`config.mk`:
```
export PLATFORM = sky130hd
export DESIGN_NAME = pipe_in_fifo
export DESIGN_NICKNAME = d
export VERILOG_FILES = /design/src/ramtest_pkg.sv /design/src/pipe_in_fifo.sv
export VERILOG_INCLUDE_DIRS = /design/src
export SDC_FILE = /design/constraint.sdc
export NUM_CORES = 2
export LEC_CHECK = 0
export BUFFER_PORTS_ARGS = -buffer_cell sky130_fd_sc_hd__buf_2
export CORE_ASPECT_RATIO = 0.5
export CORE_UTILIZATION = 30
export DETAILED_ROUTE_END_ITERATION = 10
export SYNTH_ARGS = -nofsm -noshare
export SYNTH_HDL_FRONTEND = slang
export SYNTH_SLANG_ARGS = --single-unit
```
`constraint.sdc`:
```
create_clock -name okClk -period 40.1 [get_ports okClk]
set_input_delay 4.01 -clock okClk [delete_from_list [all_inputs] [get_ports okClk]]
set_output_delay 4.01 -clock okClk [all_outputs]
set_load 0.005 [all_outputs]
```
`src/ramtest_macros.svh`:
```
//--------------------
// RAM test sizes
// Word, block and FIFO sizes, memory depth and the
// timing of the on-chip memory model
//--------------------
`ifndef RAMTEST_MACROS_SVH
`define RAMTEST_MACROS_SVH

// Host and memory word widths
`define NARROW_W 32
`define WIDE_W 256
`define PACK 8

// Host block throttle
`define BLOCK_NARROW 16
`define HEADROOM 4

// FIFO capacities in wide words
`define IN_DEPTH_WIDE 16
`define OUT_DEPTH_WIDE 16
`define NARROW_CNT_W 8
`define WIDE_CNT_W 5

// Memory model
`define MEM_WORDS 32
`define ADDR_W 30
`define CALIB_CYCLES 64
`define RD_LATENCY 3
`define RDY_PERIOD 4

`endif

```
`src/ramtest_pkg.sv`:
```
//--------------------
// RAM test types
// Word, count and command types, engine states
//--------------------
`include "ramtest_macros.svh"

package ramtest_pkg;

	typedef logic [`NARROW_W-1:0] narrow_t;
	typedef logic [`WIDE_W-1:0] wide_t;

	// Address in narrow-word units, one wide word per 8
	typedef logic [`ADDR_W-1:0] app_addr_t;

	typedef logic [`NARROW_CNT_W-1:0] narrow_count_t;
	typedef logic [`WIDE_CNT_W-1:0] wide_count_t;

	typedef logic [2:0] app_cmd_t;
	localparam app_cmd_t CMD_WRITE = 3'd0;
	localparam app_cmd_t CMD_READ = 3'd1;

	typedef enum logic [1:0] {
		ST_WAIT_CALIB,
		ST_IDLE,
		ST_WRITE,
		ST_READ
	} engine_state_t;

endpackage

```
`src/pipe_in_fifo.sv`:
```
//--------------------
// Pipe-in FIFO
// Packs 32-bit host words into 256-bit memory words
// and flags room for one more host block
//--------------------
`include "ramtest_macros.svh"

module pipe_in_fifo (
	input  logic                      okClk,
	input  logic                      rst,
	input  logic                      wr_en,
	input  ramtest_pkg::narrow_t      din,
	input  logic                      rd_en,
	output ramtest_pkg::wide_t        dout,
	output ramtest_pkg::wide_count_t  count,
	output logic                      empty,
	output logic                      block_space
);

	localparam int PTR_W = $clog2(`IN_DEPTH_WIDE);
	localparam int LANE_W = $clog2(`PACK);
	localparam int CAP_NARROW = `IN_DEPTH_WIDE * `PACK;
	localparam int SPACE_LIMIT = CAP_NARROW - `BLOCK_NARROW - `HEADROOM;

	ramtest_pkg::wide_t mem [0:`IN_DEPTH_WIDE-1];
	ramtest_pkg::wide_t asm_word;
	ramtest_pkg::wide_t commit_word;
	ramtest_pkg::wide_count_t wcount;
	ramtest_pkg::narrow_count_t narrow_cnt;
	logic [PTR_W-1:0] wr_ptr;
	logic [PTR_W-1:0] rd_ptr;
	logic [LANE_W-1:0] asm_idx;
	logic wr_ok;
	logic rd_ok;
	logic commit;

	assign empty = (wcount == '0);
	assign count = wcount;
	assign dout = mem[rd_ptr];

	// Partial word counts toward the fill level
	assign wr_ok = wr_en && (narrow_cnt != CAP_NARROW);
	assign rd_ok = rd_en && !empty;
	assign commit = wr_ok && (asm_idx == `PACK - 1);

	// Last word goes straight into the top lane
	always_comb begin
		commit_word = asm_word;
		commit_word[`WIDE_W-`NARROW_W +: `NARROW_W] = din;
	end

	always_ff @(posedge okClk) begin
		if (wr_ok)
			asm_word[asm_idx*`NARROW_W +: `NARROW_W] <= din;
		if (commit)
			mem[wr_ptr] <= commit_word;
	end

	always_ff @(posedge okClk) begin
		if (rst) begin
			wr_ptr <= '0;
			rd_ptr <= '0;
			asm_idx <= '0;
			wcount <= '0;
			narrow_cnt <= '0;
			block_space <= 1'b1;
		end else begin
			if (wr_ok)
				asm_idx <= asm_idx + 1'b1;
			if (commit)
				wr_ptr <= wr_ptr + 1'b1;
			if (rd_ok)
				rd_ptr <= rd_ptr + 1'b1;
			wcount <= wcount + commit - rd_ok;
			case ({wr_ok, rd_ok})
				2'b10: narrow_cnt <= narrow_cnt + 1'b1;
				2'b01: narrow_cnt <= narrow_cnt - ramtest_pkg::narrow_count_t'(`PACK);
				2'b11: narrow_cnt <= narrow_cnt - ramtest_pkg::narrow_count_t'(`PACK - 1);
				default: narrow_cnt <= narrow_cnt;
			endcase
			// Room for a whole block plus headroom
			block_space <= (narrow_cnt <= SPACE_LIMIT);
		end
	end

endmodule

```
==> results.sh <==
export IMPL_synth_edff_count=4320
export IMPL_r2r_start="narrow_cnt[0]"
export IMPL_avgViaCountPerCell=5.01
export IMPL_status="completed"
export IMPL_slew_headroom_pct=19.7
export IMPL_hold_depth=2
export IMPL_finalNonFillerCells=14700
export IMPL_fin_skew_ns=0.0422
export IMPL_slew_violations=0
export IMPL_postSynth_asyncResetShare_pct=0
export IMPL_start_util_pct=30.2
export IMPL_insertion_delay_ns=0.97
export IMPL_r2r_cells=9
export IMPL_nFillCells=49400
export IMPL_antenna_found_initial=42
export IMPL_cts_clk_slew_worst_paths_ns=0.07
export IMPL_multi_input_area_mm2=0.0318
export IMPL_routed_wl_um=413000
export IMPL_grt_pass1_wl_um=583000
export IMPL_synth_top_cell_by_area="edfxtp_1"
export IMPL_holdCritStartpoint="asm_idx[2]"
export IMPL_worst_pin_slew_ns=1.20
export IMPL_layout_drive_gt1_share_pct=31.3
export IMPL_p_leak_nw=56.7
export IMPL_crit_path_start_kind="flop"
export IMPL_cts_hold_buf=0
export IMPL_die_width_um=1050
export IMPL_drtIter0Drc=9066
export IMPL_synth_common_cells="edfxtp_1 (4320), mux4_2 (1233), and2_1 (229)"
export IMPL_cts_buffers=425
export IMPL_cts_resized=0
export IMPL_critPathArrivalTime_ns=7.13
export IMPL_drt_pass1_iterations=5
export IMPL_clock_sinks=4349
export IMPL_die_area_mm2=0.548
export IMPL_clock_fmax_mhz=89.8
export IMPL_ys_flop_type="edfxtp_1"
export IMPL_grt_usage_pct=14.7
export IMPL_critPathMaxFanout=46
export IMPL_ys_warn_count=0
export IMPL_cts_setup_buffers=0
export IMPL_final_nets=7137
export IMPL_grt_max_degree=133
export IMPL_synth_most_common_cell="edfxtp_1"
export IMPL_tns_ns=0
export IMPL_synth_avg_cell_area_um2=25.1
export IMPL_netlist_instances=6512
export IMPL_syn_area_mm2=0.164
export IMPL_regArea_mm2=0.130
export IMPL_dp_cells=13900
export IMPL_post_route_util_pct=34.7
export IMPL_hold_class="reg -> reg"
export IMPL_rsz0062_at_grt="no"
export IMPL_rrSetupSlack_ns=34.31
export IMPL_fin_crit_sh_pct=27.8
export IMPL_ant_nets=0
export IMPL_worstSetupPathType="reg -> out"
export IMPL_routedWlPerCell_um=28.1
export IMPL_layout_area_overhead_vs_synth_pct=14.9
export IMPL_power_density_mw_per_mm2=56.5
export IMPL_final_area_mm2=0.188
export IMPL_die_y_um=524
export IMPL_yosysSeqAreaShare_pct=79.7
export IMPL_num_vias=73800
export IMPL_port_buffers=298
export IMPL_hold_viol=0
export IMPL_postPlaceCellArea_mm2=0.174
export IMPL_yosys_top_cells_area="edfxtp_1 (79%), mux4_2 (17%), and2_1 (0.88%), clkbuf_1 (0.39%), dfxtp_1 (0.35%)"
export IMPL_hpwl_um=202000
export IMPL_grt_overflow_total=0
export IMPL_fin_crit_ns=11.14
export IMPL_irDropWorstVdd_v=0.0000387
export IMPL_holdPathEnd="asm_idx[2]"
export IMPL_setup_viol=0
export IMPL_cts_tree="yes"
export IMPL_netlist_area_leader_share_pct=79.3
export IMPL_ctsHtreeMaxLevel=5
export IMPL_cap_violations=0
export IMPL_root_buffer="clkbuf_16"
export IMPL_synth_nets=6569
export IMPL_synth_cell_type_count=47
export IMPL_cp_end_kind="output port"
export IMPL_core_mm2=0.542
export IMPL_cts_buffer_depth=4
export IMPL_grt_pass1_vias=76500
export IMPL_drc_errors=0
export IMPL_io_pins=299
export IMPL_reg2reg_to="mem[6][118]"
export IMPL_rows=191
export IMPL_crit_required_ns=36.09
export IMPL_place_congestion=0.737
export IMPL_ys_ff_latch=4349
per-stage QoR:
step	hold slack, ns	power, mW	setup slack (ns)
after floorplan	0.460	6.34	16.88
after global placement	0.495	6.87	29.63
after detailed placement	0.510	6.87	29.57
after CTS	0.519	10.7	28.52
after global routing	0.550	11.0	28.17
final	0.517	10.6	28.96
registers in the layout, summed over array words and instances (netlist names), named ones only:
signal,cells
asm_idx,3
narrow_cnt,8
count,5
mem,4096
block_space,1
asm_word,224
rd_ptr,4
wr_ptr,4
layout make-up:
type / instances / area share [%]
flip-flops and latches: 4349 / 69.4
diodes: 68 / 0.0906
repair buffers: 469 / 1.60
inverters: 22 / 0.0439
well taps: 7237 / 4.82
multi-input cells: 1813 / 16.9
clock inverters: 263 / 1.17
clock buffers: 516 / 5.98
layout by cell type, fill, tap and decap left out, types with 4 or more instances in the layout:
cell	n
a211oi_1	47
a21oi_1	58
and2_1	224
buf_12	18
buf_2	298
buf_4	153
bufinv_16	37
clkbuf_1	78
clkbuf_16	437
clkinv_1	118
clkinv_2	87
clkinv_8	4
clkinvlp_4	9
dfxtp_1	25
dfxtp_4	4
diode_2	68
edfxtp_1	4320
ha_1	20
inv_1	20
inv_6	4
mux2i_1	49
mux4_2	1233
nand2_1	19
nand4_1	5
nor2_1	24
nor2_4	14
nor2b_1	50
nor3_1	5
nor3_2	4
xnor2_1	10
xor2_1	6
worst max-delay path, stage by stage (launching register included):
cell and delay (ns):
dfxtp_4 0.97, buf_4 0.78, buf_4 0.70, buf_4 0.82
buf_4 0.84, buf_4 0.68, mux4_2 0.61, mux4_2 0.49
buf_2 0.15
metal layers:
| layer | wire [µm] | vias up | track usage (%) |
|---|---|---|---|
| met3 | 31000 | 547 | 1.72 |
| li1 | - | 29300 | - |
| met2 | 212000 | 3076 | 25.9 |
| met4 | 11400 | 6 | 4.24 |
| met1 | 159000 | 40800 | 19.3 |
| met5 | 46 | - | 0 |
power breakdown:
group          internal (mW)  total [mW]  leakage, nW  switching (mW)
Sequential              5.00        5.06         39.8          0.0623
Combinational          0.843        1.66         10.4           0.815
Clock                   2.22        3.89         6.60            1.67
how the worst max path moves through the flow:
stage           from        end  cells after the start
3_5_place_dp    flop  dout[138]                      8
6_report        flop  dout[138]                      8
2_1_floorplan  wr_en  mem[3][0]                      4
4_1_cts         flop  dout[138]                      8
3_3_place_gp    flop  dout[138]                      8
5_1_grt         flop  dout[133]                      8
cells by family (layout without fill, tap and decap cells):
| family | count (synthesis) | after routing | synth area share, % |
|---|---|---|---|
| flops | 4349 | 4349 | 79.7 |
| mux | 1282 | 1282 | 17.3 |
| simple gates | 373 | 373 | 1.35 |
| buf+inv | 350 | 1270 | 0.981 |
| compound gates | 121 | 121 | 0.470 |
| fa+ha+maj | 21 | 21 | 0.165 |
| xor+xnor | 16 | 16 | 0.0857 |
| other cells | 0 | 68 | 0 |
Note: power is estimated with default switching activity, not from simulation.
